===== src/common/uart_pkg.sv =====
package uart_pkg;

    // serial timing, kept short so simulation runs fast.
    localparam int bit_period  = 16;
    localparam int half_period = bit_period / 2;
    localparam int baud_cnt_w  = $clog2(bit_period);

    // transmit queue.
    localparam int fifo_depth  = 8;
    localparam int fifo_addr_w = 3;

    // 8N1 frame.
    localparam int data_bits   = 8;
    localparam int bit_idx_w   = $clog2(data_bits);

endpackage


===== src/hdl/baud_rate_gen.sv =====
`timescale 1ns/100ps

module baud_rate_gen
    import uart_pkg::*;
(
    input  logic clk,
    input  logic reset,
    output logic baud_tick
);

    logic [baud_cnt_w-1:0] baud_cnt;

    always_ff @(posedge clk or posedge reset) begin
        if (reset) begin
            baud_cnt  <= '0;
            baud_tick <= 1'b0;
        end else begin
            if (baud_cnt == baud_cnt_w'(bit_period - 1)) begin
                baud_cnt  <= '0;
                baud_tick <= 1'b1; // one pulse per bit period.
            end else begin
                baud_cnt  <= baud_cnt + 1'b1;
                baud_tick <= 1'b0;
            end
        end
    end

endmodule


===== src/hdl/byte_fifo.sv =====
`timescale 1ns/100ps

module byte_fifo
    import uart_pkg::*;
(
    input  logic                 clk,
    input  logic                 reset,
    input  logic [data_bits-1:0] wr_data,
    input  logic                 write,
    input  logic                 pop,
    output logic [data_bits-1:0] head_data,
    output logic                 full,
    output logic                 empty
);

    logic [data_bits-1:0]   mem [fifo_depth];
    logic [fifo_addr_w-1:0] wr_ptr;
    logic [fifo_addr_w-1:0] rd_ptr;
    logic [fifo_addr_w:0]   count;
    logic [fifo_addr_w:0]   count_next;
    logic                   do_write;
    logic                   do_pop;

    assign do_write = write && !full; // writes into a full queue are lost.
    assign do_pop   = pop && !empty;

    always_comb begin
        case ({do_write, do_pop})
            2'b10:   count_next = count + 1'b1;
            2'b01:   count_next = count - 1'b1;
            default: count_next = count; // both or neither.
        endcase
    end

    always_ff @(posedge clk or posedge reset) begin
        if (reset) begin
            wr_ptr <= '0;
            rd_ptr <= '0;
            count  <= '0;
            full   <= 1'b0;
            empty  <= 1'b1;
        end else begin
            if (do_write) begin
                wr_ptr <= wr_ptr + 1'b1;
            end
            if (do_pop) begin
                rd_ptr <= rd_ptr + 1'b1;
            end
            count <= count_next;
            full  <= (count_next == (fifo_addr_w + 1)'(fifo_depth)); // levels track count after the edge.
            empty <= (count_next == '0);
        end
    end

    always_ff @(posedge clk) begin
        if (do_write) begin
            mem[wr_ptr] <= wr_data;
        end
    end

    assign head_data = mem[rd_ptr]; // oldest byte, always presented.

    // the transmitter may only pop what the queue reports as present
    a_no_pop_when_empty: assert property (
        @(posedge clk) disable iff (reset) pop |-> !empty
    ) else $error("byte_fifo: pop while empty");

    a_full_empty_exclusive: assert property (
        @(posedge clk) disable iff (reset) !(full && empty)
    ) else $error("byte_fifo: full and empty together");

endmodule


===== src/hdl/uart_link.sv =====
`timescale 1ns/100ps

module uart_link
    import uart_pkg::*;
(
    input  logic                 clk,
    input  logic                 reset,
    input  logic [data_bits-1:0] tx_data,
    input  logic                 tx_write,
    output logic                 tx_full,
    output logic                 busy,
    output logic                 tx_out,
    input  logic                 rx_in,
    output logic [data_bits-1:0] rx_data,
    output logic                 rx_valid,
    output logic                 rx_frame_error
);

    logic                 baud_tick;
    logic [data_bits-1:0] head_data;
    logic                 fifo_empty;
    logic                 pop;

    byte_fifo i_byte_fifo (
        .clk       (clk),
        .reset     (reset),
        .wr_data   (tx_data),
        .write     (tx_write),
        .pop       (pop),
        .head_data (head_data),
        .full      (tx_full),
        .empty     (fifo_empty)
    );

    baud_rate_gen i_baud_rate_gen (
        .clk       (clk),
        .reset     (reset),
        .baud_tick (baud_tick)
    );

    uart_tx i_uart_tx (
        .clk       (clk),
        .reset     (reset),
        .baud_tick (baud_tick),
        .head_data (head_data),
        .empty     (fifo_empty),
        .pop       (pop),
        .tx_out    (tx_out),
        .busy      (busy)
    );

    // receiver runs on its own sample counter, not on baud_tick.
    uart_rx i_uart_rx (
        .clk            (clk),
        .reset          (reset),
        .rx_in          (rx_in),
        .rx_data        (rx_data),
        .rx_valid       (rx_valid),
        .rx_frame_error (rx_frame_error)
    );

endmodule


===== src/uart_rx/uart_rx.sv =====
`timescale 1ns/100ps

module uart_rx
    import uart_pkg::*;
(
    input  logic                 clk,
    input  logic                 reset,
    input  logic                 rx_in,
    output logic [data_bits-1:0] rx_data,
    output logic                 rx_valid,
    output logic                 rx_frame_error
);

    typedef enum logic [1:0] {
        IDLE,
        START,
        DATA,
        STOP
    } rx_state_t;

    rx_state_t             state;
    logic                  rx_meta;
    logic                  rx_sync;
    logic                  rx_prev;
    logic [baud_cnt_w-1:0] sample_cnt;
    logic [bit_idx_w-1:0]  bit_idx;
    logic [data_bits-1:0]  shift_reg;
    logic                  bit_end;
    logic                  half_end;

    // async line into the clock domain
    always_ff @(posedge clk or posedge reset) begin
        if (reset) begin
            rx_meta <= 1'b1;
            rx_sync <= 1'b1;
            rx_prev <= 1'b1;
        end else begin
            rx_meta <= rx_in;
            rx_sync <= rx_meta;
            rx_prev <= rx_sync;
        end
    end

    assign bit_end  = (sample_cnt == baud_cnt_w'(bit_period - 1));
    assign half_end = (sample_cnt == baud_cnt_w'(half_period - 1));

    always_ff @(posedge clk or posedge reset) begin
        if (reset) begin
            state          <= IDLE;
            sample_cnt     <= '0;
            bit_idx        <= '0;
            rx_valid       <= 1'b0;
            rx_frame_error <= 1'b0;
        end else begin
            rx_valid       <= 1'b0;
            rx_frame_error <= 1'b0;
            sample_cnt     <= sample_cnt + 1'b1;
            case (state)
                IDLE: begin
                    sample_cnt <= '0;
                    if (rx_prev && !rx_sync) begin
                        state <= START; // falling edge.
                    end
                end

                START: begin
                    if (half_end) begin
                        sample_cnt <= '0;
                        bit_idx    <= '0;
                        state      <= rx_sync ? IDLE : DATA; // high here is a glitch.
                    end
                end

                DATA: begin
                    if (bit_end) begin
                        sample_cnt <= '0;
                        if (bit_idx == bit_idx_w'(data_bits - 1)) begin
                            state <= STOP;
                        end else begin
                            bit_idx <= bit_idx + 1'b1;
                        end
                    end
                end

                STOP: begin
                    if (bit_end) begin
                        sample_cnt     <= '0;
                        state          <= IDLE;
                        rx_valid       <= rx_sync;
                        rx_frame_error <= !rx_sync; // stop bit must be high.
                    end
                end

                default: begin
                    state <= IDLE;
                end
            endcase
        end
    end

    always_ff @(posedge clk) begin
        if (state == DATA && bit_end) begin
            shift_reg <= {rx_sync, shift_reg[data_bits-1:1]}; // lsb arrives first.
        end
        if (state == STOP && bit_end) begin
            rx_data <= shift_reg;
        end
    end

    a_valid_xor_error: assert property (
        @(posedge clk) disable iff (reset) !(rx_valid && rx_frame_error)
    ) else $error("uart_rx: valid and frame error together");

endmodule


===== src/uart_tx/uart_tx.sv =====
`timescale 1ns/100ps

module uart_tx
    import uart_pkg::*;
(
    input  logic                 clk,
    input  logic                 reset,
    input  logic                 baud_tick,
    input  logic [data_bits-1:0] head_data,
    input  logic                 empty,
    output logic                 pop,
    output logic                 tx_out,
    output logic                 busy
);

    typedef enum logic [1:0] {
        IDLE,
        START,
        DATA,
        STOP
    } tx_state_t;

    tx_state_t            state;
    logic [bit_idx_w-1:0] bit_cnt;
    logic [data_bits-1:0] shift_buf;

    // take the head byte only on a tick while idle.
    assign pop = baud_tick && (state == IDLE) && !empty;

    always_ff @(posedge clk or posedge reset) begin
        if (reset) begin
            state   <= IDLE;
            bit_cnt <= '0;
            tx_out  <= 1'b1;
            busy    <= 1'b0;
        end else if (baud_tick) begin
            case (state)
                IDLE: begin
                    if (!empty) begin
                        state  <= START;
                        tx_out <= 1'b0; // start bit.
                        busy   <= 1'b1;
                    end
                end

                START: begin
                    state   <= DATA;
                    bit_cnt <= '0;
                    tx_out  <= shift_buf[0]; // lsb first.
                end

                DATA: begin
                    if (bit_cnt == bit_idx_w'(data_bits - 1)) begin
                        state  <= STOP;
                        tx_out <= 1'b1; // stop bit.
                    end else begin
                        bit_cnt <= bit_cnt + 1'b1;
                        tx_out  <= shift_buf[0];
                    end
                end

                STOP: begin
                    state <= IDLE;
                    busy  <= 1'b0;
                end

                default: begin
                    state  <= IDLE;
                    tx_out <= 1'b1;
                    busy   <= 1'b0;
                end
            endcase
        end
    end

    always_ff @(posedge clk) begin
        if (pop) begin
            shift_buf <= head_data;
        end else if (baud_tick && (state == START || state == DATA)) begin
            shift_buf <= shift_buf >> 1; // next bit moves to position 0.
        end
    end

    a_low_line_is_busy: assert property (
        @(posedge clk) disable iff (reset) !tx_out |-> busy
    ) else $error("uart_tx: line low outside a frame");

endmodule


===== config.mk =====
export PLATFORM = sky130hd
export DESIGN_NAME = uart_link
export DESIGN_NICKNAME = d
export VERILOG_FILES = /design/src/common/uart_pkg.sv /design/src/hdl/baud_rate_gen.sv /design/src/hdl/byte_fifo.sv /design/src/hdl/uart_link.sv /design/src/uart_rx/uart_rx.sv /design/src/uart_tx/uart_tx.sv
export SDC_FILE = /design/constraint.sdc
export NUM_CORES = 1
export LEC_CHECK = 0
export ABC_CLOCK_PERIOD_IN_PS = 4400
export BUFFER_PORTS_ARGS = -buffer_cell sky130_fd_sc_hd__buf_2
export CAP_MARGIN = 20
export CORE_UTILIZATION = 27
export CTS_CLUSTER_DIAMETER = 150
export DETAILED_ROUTE_END_ITERATION = 8
export RECOVER_POWER = 100
export SYNTH_ARGS = -nofsm -noshare
export SYNTH_HDL_FRONTEND = slang
export SYNTH_SLANG_ARGS = --single-unit

===== constraint.sdc =====
create_clock -name clk -period 4.4 [get_ports clk]
set_input_delay 0.44 -clock clk [delete_from_list [all_inputs] [get_ports clk]]
set_output_delay 0.44 -clock clk [all_outputs]
set_load 0.01 [all_outputs]

Yosys cells after proc, flatten, opt, wreduce, memory -nomap -nowiden
Memory sizes are Yosys's and may differ from the RTL's.
Cells that the tools add are included.

storage, ports and cells
  bits in writable memories = 64
  output and inout bits = 13
  register bits after elaboration = 62
  memories = 1

cells by class
  muxes and demuxes = 35
  equal/unequal tests = 23
  add/subtract/negate cells = 8
  reduce and logical (&&, ||, !) cells = 27

memory list
  name             words  bits a word  rd ports  clocked after Yosys merged registers in  write ports  RTL line         RTL
  i_byte_fifo.mem  8      8            1         0                                        1            byte_fifo.sv:16  logic [data_bits-1:0] mem [fifo_depth];

operator list
  kind                 count
  $mux 2               8
  $mux 8               2
  $pmux 2 s4           2
  $add 3x1->3 const B  4
  $add 4x1->4 const B  3
  $eq 4x4->1 const B   3
  $mux 3               4
  $mux 4               3
  $ne 2x1->1 const B   6
  $pmux 3 s2           2
  $pmux 4 s3           1
  $reduce_and 3->1     4
  $eq 2x2->1 const B   5
  $mux 1               10
  $logic_and 1x1->1    8
  $pmux 4 s2           1
  $reduce_bool 2->1    4
  $eq 2x1->1 const B   3
  $eq 3x3->1 const B   2
  $ne 2x2->1 const B   3
  $reduce_and 5->1     1
  $eq 4x3->1 const B   1
  $logic_not 2->1      2
  $logic_not 4->1      1
  8 further kinds      10

Depth between registers and ports, before layout
Gate-level depths: netlist of the first run.

  word-level depth = 7
  mapped depth = 12
  mapped depth without buffers = 12

By module
From an unflattened synthesis of the first run, not the netlist that was laid out.

second synthesis, totals
  cell total of the unflattened synthesis = 309
  area total of the unflattened synthesis = 5226.3 sq um

modules (own cells, without submodules)
  module         times used  area each (sq um)  cells an instance  sequential area each (sq um)
  byte_fifo      1           3106.7             167                2223.4
  uart_rx        1           1137.3             72                 834.6
  uart_tx        1           800.8              57                 416.6
  baud_rate_gen  1           181.4              13                 125.1

Worst setup path after synthesis of the first run
OpenSTA, ideal clock, no wires.

  kind = register to register
  start = register i_uart_tx.state[0]
  end = register i_byte_fifo.full
  buffers on the path = 0
  cell stages (with the launch flop) = 12
  required time = 4.282 ns
  setup time = 0.118 ns
  data arrival time = 2.481 ns
  slack = 1.802 ns
  cell sequence = dfrtp_1 inv_1 ha_1 nand2_1 or2_2 inv_1 ha_1 ha_1 or4b_1 o311ai_0 o211ai_2 nor2b_1

between the ends
  word-level cells in the longest chain between the ends = 7

RTL lines
  item                                      RTL line         RTL
  start, declared                           uart_tx.sv:23    tx_state_t state;
  start signal, assigned                    uart_tx.sv:32    state <= IDLE;
  start signal, assigned                    uart_tx.sv:40    state <= START;
  start signal, assigned                    uart_tx.sv:47    state <= DATA;
  $logic_not 2->1 *                         uart_tx.sv:28    assign pop = baud_tick && (state == IDLE) && !empty;
  $logic_and 1x1->1 * (2 in a row)          uart_tx.sv:28
  $logic_and 1x1->1 *                       byte_fifo.sv:25  assign do_pop = pop && !empty;
  net i_byte_fifo.do_pop                    byte_fifo.sv:22  logic do_pop;
  $eq 2x1->1 or $eq 2x2->1 (tied branches)  byte_fifo.sv:28  case ({do_write, do_pop})
  $pmux 4 s2 *                              byte_fifo.sv:28
  net i_byte_fifo.count_next[3]             byte_fifo.sv:20  logic [fifo_addr_w:0] count_next;
  $eq 4x4->1 *                              byte_fifo.sv:50  full <= (count_next == (fifo_addr_w + 1)'(fifo_depth));
  end signal, assigned                      byte_fifo.sv:50
  end, declared                             byte_fifo.sv:12  output logic full,

Mark *: on every way through the listed nets, which the timed path passes. The rest lies on a longest branch.
A chain may end at the register's enable or synchronous reset.

Worst setup path after layout of the first run
Same ends and word-level chain as after synthesis.

==> qor.yml, run 1 <==
relSlewSlack_pct: -39.8
dp_cells: 571
grt_setup_unrepaired: "false"
ys_seq_area_share_pct: 69.7
fmax_mhz: 321
io_pins: 25
wire_per_inst_um: 14.7
setup_viol: 0
final_layout_size_suffix_gt1_share_pct: 14.1
rr_worst_depth: 11
cts-root-buf: "clkbuf_16"
top_register: "i_byte_fifo.mem"
gr-max-usage-layer: "met2"
setup_ws_ps: 1290
cts_resized: 0
start_util_pct: 27.6
final_cell_area_um2: 6050
cp-start-kind: "flip-flop"
async_flop_share_pct: 30.2
holdPathStages: 1
worstSetupStartpoint: "i_uart_tx.state[0]$_DFFE_PP0P_"
drt-total-wl_mm: 8.87
cts-htree-levels: 4
postSynthAreaPerCell_um2: 16.0
skew_ps: 6.50
grt_pass1_vias: 2781
grt_max_degree: 39
grt_use_met2_pct: 17.3
clk_pin_slew_ps: 60
period_minus_slack_ps: 3110
synth_cell_types: 43
area_growth_pct: 17.3
worst_pin_slew_ps: 2100
ir_drop_uv: 293
r2r_end: "i_byte_fifo.full$_DFF_PP0_"
crit_cells: 11
r2r_slack_ps: 1290
cts.path.max_buffers: 2
track_usage_pct: 9.88
place_area_um2: 5520
clock_sinks: 126
die_y_um: 140
reg2reg_from: "i_uart_tx.state[0]$_DFFE_PP0P_"
antenna_found_initial: 0
cts_tree: "done"
pre_cts_slack_ps: 1270
finalPower_mw: 3.48
first_iter_violations: 113
clock_latency_ps: 410
finalCoreUtilization_pct: 32.4
nets: 386
most-common-layout-cells: "edfxtp_1 (88), dfrtp_1 (33), nand2_1 (31)"
diodes: 0
layout_commonest_cell: "edfxtp_1"
cp_max_fo: 20
vias: 2727
crit_chain: "inv_1 -> ha_1 -> nand2_1 -> or2_2 -> inv_1 -> ha_1 -> ha_1 -> or4b_1 -> o311ai_0 -> o211ai_2 -> nor2b_1"
largest_register_ffs: 64
drtAntennaViolNets: 0
slew_violations: 48
met3_usage_pct: 3.49
ys_ff_latch: 126
yosysWarnings: 0
io_buffers: 24
worstPathArrival_ps: 3420
hold_buffers: 0
p_leak_nw: 2.21
cts_setup_buffers: 0
rows: 50
critPathTopFamily: "simple AND/OR/NAND/NOR gates"
drv_cap: 2
hold_path.class: "in -> reg"
instances_no_fill: 604
violations: "capacitance limit, slew limit"
vias_per_cell: 4.51
slowest_stage: "or4b_1"
synth_nets: 351
hold_violations: 0
fin_crit_sh_pct: 70.7
gp_congestion: 0.688
hold_slack_ps: 126
met1_usage_pct: 10.7
synth_area_um2: 5160
power_density_nw_per_um2: 575
fin_setup_tns_ps: 0
design.core.area_um2: 18700
nFillCells: 1783
place_hpwl_mm: 5.61
critical_path_class: "reg -> reg"
crit_path_end_kind: "flip-flop"
overflow: 0
cpPeakStageDelay_ps: 520
firstDrtPassIters: 4
grt_pass1_wl_mm: 14.4
die_area_um2: 19700
outcome: "finished, violations left"
ys.flop_type: "edfxtp_1"
crit_path_end: "i_byte_fifo.full$_DFF_PP0_"
crit_buf_inv: 2
cts_buffers: 17
crit_top_cell: "ha_1"
drcViolationCount: 0
die_x_um: 140
postSynthCellCount: 322
synth_edf_count: 88
worstPathRequired_ps: 4710
[synth_stat cells, types with 2 or more instances]
master / n / share of area [%]
nor3b_1: 5 / 0.73
nand3_1: 6 / 0.58
xor2_1: 4 / 0.68
mux4_2: 9 / 3.9
mux4_1: 7 / 3.6
nor2_1: 21 / 1.5
mux2_2: 4 / 0.87
o21ai_1: 7 / 0.68
o21ai_0: 9 / 0.87
a21oi_1: 9 / 0.87
nand2_1: 31 / 2.3
nor3_1: 2 / 0.19
nand2b_1: 4 / 0.48
nor2b_1: 5 / 0.61
inv_1: 10 / 0.73
ha_1: 16 / 3.9
mux2i_1: 9 / 1.7
and3_1: 3 / 0.36
and2_1: 2 / 0.24
xnor2_1: 5 / 0.85
edfxtp_1: 88 / 51
dfstp_2: 5 / 2.5
a22o_1: 4 / 0.68
dfrtp_1: 33 / 16
buf_2: 6 / 0.58
[cells by family (layout without fill, tap and decap cells)]
logic type | after synthesis | in the layout | share of synthesized area (%)
AOI/OAI and AO/OA | 38 | 38 | 4.63
xor gates and xnor gates | 9 | 9 | 1.53
adders and majority gates | 17 | 17 | 4.26
buffers and inverters | 20 | 68 | 2.13
DFF | 126 | 126 | 69.7
muxes | 29 | 29 | 10.1
and+or+nand+nor | 83 | 83 | 7.63
[power breakdown]
part,total (mW),internal (mW),switching (mW)
logic,0.541,0.248,0.293
clock network,1.35,0.831,0.516
registers,1.60,1.47,0.124
total,3.48,2.55,0.933
[layer usage]
layer | vias up | share of wire [%] | routed length (um)
li1 | 1282 | - | -
met1 | 1389 | 43 | 3790
met2 | 42 | 52 | 4630
met3 | 14 | 3.5 | 312
met4 | 0 | 1.5 | 137
met5 | - | 0 | 0
[final cells by class]
type                            count  area, um2  area share, %
Clock buffer                       18        429           7.09
Timing Repair Buffer               26        101           1.67
Multi-Input combinational cell    176       1450           24.0
Inverter                           10       37.5          0.620
Tap cell                          234        293           4.84
Sequential cell                   126       3600           59.5
Clock inverter                     14        140           2.31
[worst min path at each step]
stage,from,endpoint,slack (ps)
final,rx_in,i_uart_rx.rx_meta$_DFF_PP1_,130
after global routing,rx_in,i_uart_rx.rx_meta$_DFF_PP1_,110
after CTS,rx_in,i_uart_rx.rx_meta$_DFF_PP1_,110
after detailed placement,i_uart_rx.rx_meta$_DFF_PP1_,i_uart_rx.rx_sync$_DFF_PP1_,350
after global placement,i_uart_rx.rx_meta$_DFF_PP1_,i_uart_rx.rx_sync$_DFF_PP1_,350
after floorplan,i_uart_rx.rx_meta$_DFF_PP1_,i_uart_rx.rx_sync$_DFF_PP1_,350
[worst register-to-register path, stage by stage (launching register included)]
cell and delay, ps:
dfrtp_1 420, inv_1 130, ha_1 190, nand2_1 50, or2_2 420, inv_1 180, ha_1 330, ha_1 340
or4b_1 520, o311ai_0 130, o211ai_2 140, nor2b_1 150
(Power assumes the default switching activity.)
==> inputs of run 2 (changes only) <==
--- a/config.mk
+++ b/config.mk
@@ -5,7 +5,8 @@
 export SDC_FILE = /design/constraint.sdc
 export NUM_CORES = 1
 export LEC_CHECK = 0
-export ABC_CLOCK_PERIOD_IN_PS = 4400
+export ABC_AREA = 1
+export ABC_CLOCK_PERIOD_IN_PS = 3040
 export BUFFER_PORTS_ARGS = -buffer_cell sky130_fd_sc_hd__buf_2
 export CAP_MARGIN = 20
 export CORE_UTILIZATION = 27
==> constraint.sdc (replaced) <==
create_clock -name clk -period 3.04 [get_ports clk]
set_input_delay 0.304 -clock clk [delete_from_list [all_inputs] [get_ports clk]]
set_output_delay 0.304 -clock clk [all_outputs]
set_load 0.01 [all_outputs]
==> run 2 against run 1 <==
The flow still finishes with violations (capacitance limit, slew limit). Largest power group unchanged. Non-clock buffer count increased by 10. Highest routed layer unchanged. Maximum frequency increased by 17%. Global-route usage increased by 0.63 points. Critical endpoint unchanged. Worst hold slack improved by 120 ps. Sequential cell count unchanged. Critical path depth increased by 1. Clock-buffer cell count decreased by 1.
==> qor.yml, run 2 <==
critPathTopFamily: "adder cells"
io_buffers: 24  # unchanged
p_int_mw: 3.76  # +47%
firstDrtPassIters: 5  # +1
top_register: "i_byte_fifo.mem"
crit_buf_inv: 3  # +1
grt_setup_unrepaired: "false"
synth_nets: 523  # +49%
drtAntennaViolNets: 0  # unchanged
fin_crit_sh_pct: 87.7  # +17 points
nets: 563  # +46%
cts.path.max_buffers: 2  # unchanged
async_flop_share_pct: 30.2  # unchanged
postSynthCellCount: 494  # +53%
p_switching_mw: 1.71  # +84%
die_x_um: 143  # +2.1%
synth_most_common_cell: "nand2_1"
area_growth_pct: 17.7
fin_setup_tns_ps: 0  # unchanged
cp-start-kind: "flip-flop"
drt-total-wl_mm: 9.77  # +10%
antenna_found_initial: 0  # unchanged
place_hpwl_mm: 6.15  # +9.7%
track_usage_pct: 10.5  # +0.63 points
cts-root-buf: "clkbuf_16"
cp_max_fo: 12  # -40%
clock_latency_ps: 420  # about the same
ys_top_cells_by_area: "edfxtp_1 (49%), dfrtp_1 (15%), nand2_1 (11%), nand3_1 (4.2%), ha_1 (3.7%)"
vias_per_cell: 4.13  # -8.5%
hold_violations: 0  # unchanged
hold_buffers: 2  # +2
final_layout_size_suffix_gt1_share_pct: 8.96  # -5.1 points
drcViolationCount: 0  # unchanged
critical_path_class: "reg -> reg"
slew_violations: 39  # -19%
setup_viol: 0  # unchanged
outcome: "finished, violations left"
power_frac_clock_pct: 37.5  # -1.1 points
clk_pin_slew_ps: 60  # about the same
grt_pass1_vias: 3209  # +15%
io_pins: 25  # unchanged
most-common-layout-cells: "nand2_1 (160), edfxtp_1 (88), nand3_1 (46)"
final_cell_area_um2: 6340  # +4.8%
skew_ps: 11.1  # +4.63 ps
synthTopCellsByCount: "nand2_1 (160), edfxtp_1 (88), nand3_1 (45)"
ys_seq_area_share_pct: 66.8  # -2.9 points
ir_drop_uv: 481  # +64%
cts_buffers: 17  # unchanged
place_area_um2: 5800  # +5.1%
hold_slack_ps: 243  # +118 ps
cpPeakStageDelay_ps: 410  # -110 ps
die_area_um2: 20500  # +4.3%
postSynthAreaPerCell_um2: 10.9  # -32%
swShare_pct: 31.3  # +4.6 points
wire_per_inst_um: 12.0  # -18%
nFillCells: 1966  # +10%
ys_ff_latch: 126  # unchanged
grt_max_degree: 39  # unchanged
design.core.area_um2: 19500  # +4.4%
cts_resized: 0  # unchanged
synth_cell_types: 33  # -23%
vias: 3353  # +23%
yosysWarnings: 0  # unchanged
power_density_nw_per_um2: 863  # +50%
netlist.area_leader.share_pct: 49.0  # -2.1 points
overflow: 0  # unchanged
worstPathArrival_ps: 2970  # -450 ps
period_minus_slack_ps: 2670  # -446 ps
relSlewSlack_pct: -33.8  # +6.0 points
slowest_stage: "dfrtp_1"
cts-htree-levels: 4  # unchanged
fmax_mhz: 375  # +17%
violations: "capacitance limit, slew limit"
grt_pass1_wl_mm: 16.0  # +12%
ys.flop_type: "edfxtp_1"
start_util_pct: 27.6  # about the same
hold_path.class: "in -> reg"
cts_tree: "done"
comb_power_share_pct: 19.7  # +4.2 points
drv_cap: 1  # -1
clock_sinks: 126  # unchanged
finalCoreUtilization_pct: 32.5  # +0.11 points
crit_path_end_kind: "flip-flop"
layout_commonest_cell: "nand2_1"
diodes: 0  # unchanged
crit_chain: "inv_1 -> ha_1 -> a21oi_2 -> nand2_2 -> clkinv_2 -> ha_1 -> inv_1 -> fa_1 -> o21ai_1 -> nor2_1 -> nand2_1 -> nor2_1"
gp_congestion: 0.737  # +7.2%
cts_setup_buffers: 0  # unchanged
worst_pin_slew_ps: 2010  # -89.4 ps
largest_register_ffs: 64  # unchanged
p_leak_nw: 2.63  # +19%
first_iter_violations: 221  # +96%
worstPathRequired_ps: 3340  # -1370 ps
synth_area_um2: 5390  # +4.3%
rows: 51  # +2.0%
power_frac_seq_pct: 42.8  # -3.0 points
die_y_um: 143  # +2.1%
synth_edf_count: 88  # unchanged
synth_area_leader_cell: "edfxtp_1"
## run 2: cells by family (layout without fill, tap and decap cells)
family | Yosys count | count (layout) | share of synthesized area, %
flip-flops | 126 | 126 | 66.8
AND/OR/NAND/NOR | 254 | 254 | 19.6
XOR/XNOR | 9 | 9 | 1.46
adder cells (fa/ha/maj) | 17 | 17 | 4.09
buffers and inverters | 64 | 117 | 5.36
AO/OA/AOI/OAI | 24 | 24 | 2.65
## run 2: layout make-up
type                       instances  area (um2)  share of cell area, %
multi-input combinational        304        1470                   23.2
inverter                          49         185                   2.92
sequential                       126        3600                   56.8
timing repair buffer              36         155                   2.45
clock inverter                    15         175                   2.76
clock buffer                      17         425                   6.71
tap                              265         332                   5.23
## run 2: power groups by stage
stage                     clock (mW)  sequential [mW]  combinational [mW]
after detailed placement           0             2.38                1.12
after CTS                       2.09             2.35                1.12
after global routing            2.15             2.38                1.26
final                           2.05             2.34                1.08
after floorplan                    0             2.31               0.913
after global placement             0             2.38                1.11
## run 2: path summary, 6_finish.rpt
check                                          startpoint  cells after the start  slack (ps)                               to
max reg2reg                i_uart_tx.state[0]$_DFFE_PP0P_                     12         370       i_byte_fifo.full$_DFF_PP0_
max                        i_uart_tx.state[0]$_DFFE_PP0P_                     12         370       i_byte_fifo.full$_DFF_PP0_
min in group asynchronous                           reset                      4        1170     i_uart_rx.rx_valid$_DFF_PP0_
max in group asynchronous                           reset                      4         720   i_uart_tx.state[0]$_DFFE_PP0P_
min                                            tx_data[3]                      1         240  i_byte_fifo.mem[1][3]$_DFFE_PP_
min reg2reg                   i_uart_rx.rx_meta$_DFF_PP1_                      0         360      i_uart_rx.rx_sync$_DFF_PP1_
## run 2: stage by stage
| step | std cells | worst slack (ps) | power (mW) |
|---|---|---|---|
| 2_1_floorplan | 494 | 749 | 3.22 |
| 3_3_place_gp | 777 | 461 | 3.49 |
| 3_5_place_dp | 777 | 380 | 3.50 |
| 4_1_cts | 811 | 346 | 5.56 |
| 5_1_grt | 812 | 124 | 5.80 |
| 6_report | 812 | 375 | 5.47 |
## run 2: routing by layer
metal / wire (um) / part of all wire, % / track usage, %
met1: 4530 / 46 / 13.0
met2: 4510 / 46 / 15.9
met3: 450 / 4.6 / 3.29
met4: 282 / 2.9 / 6.49
met5: 0 / 0 / 0
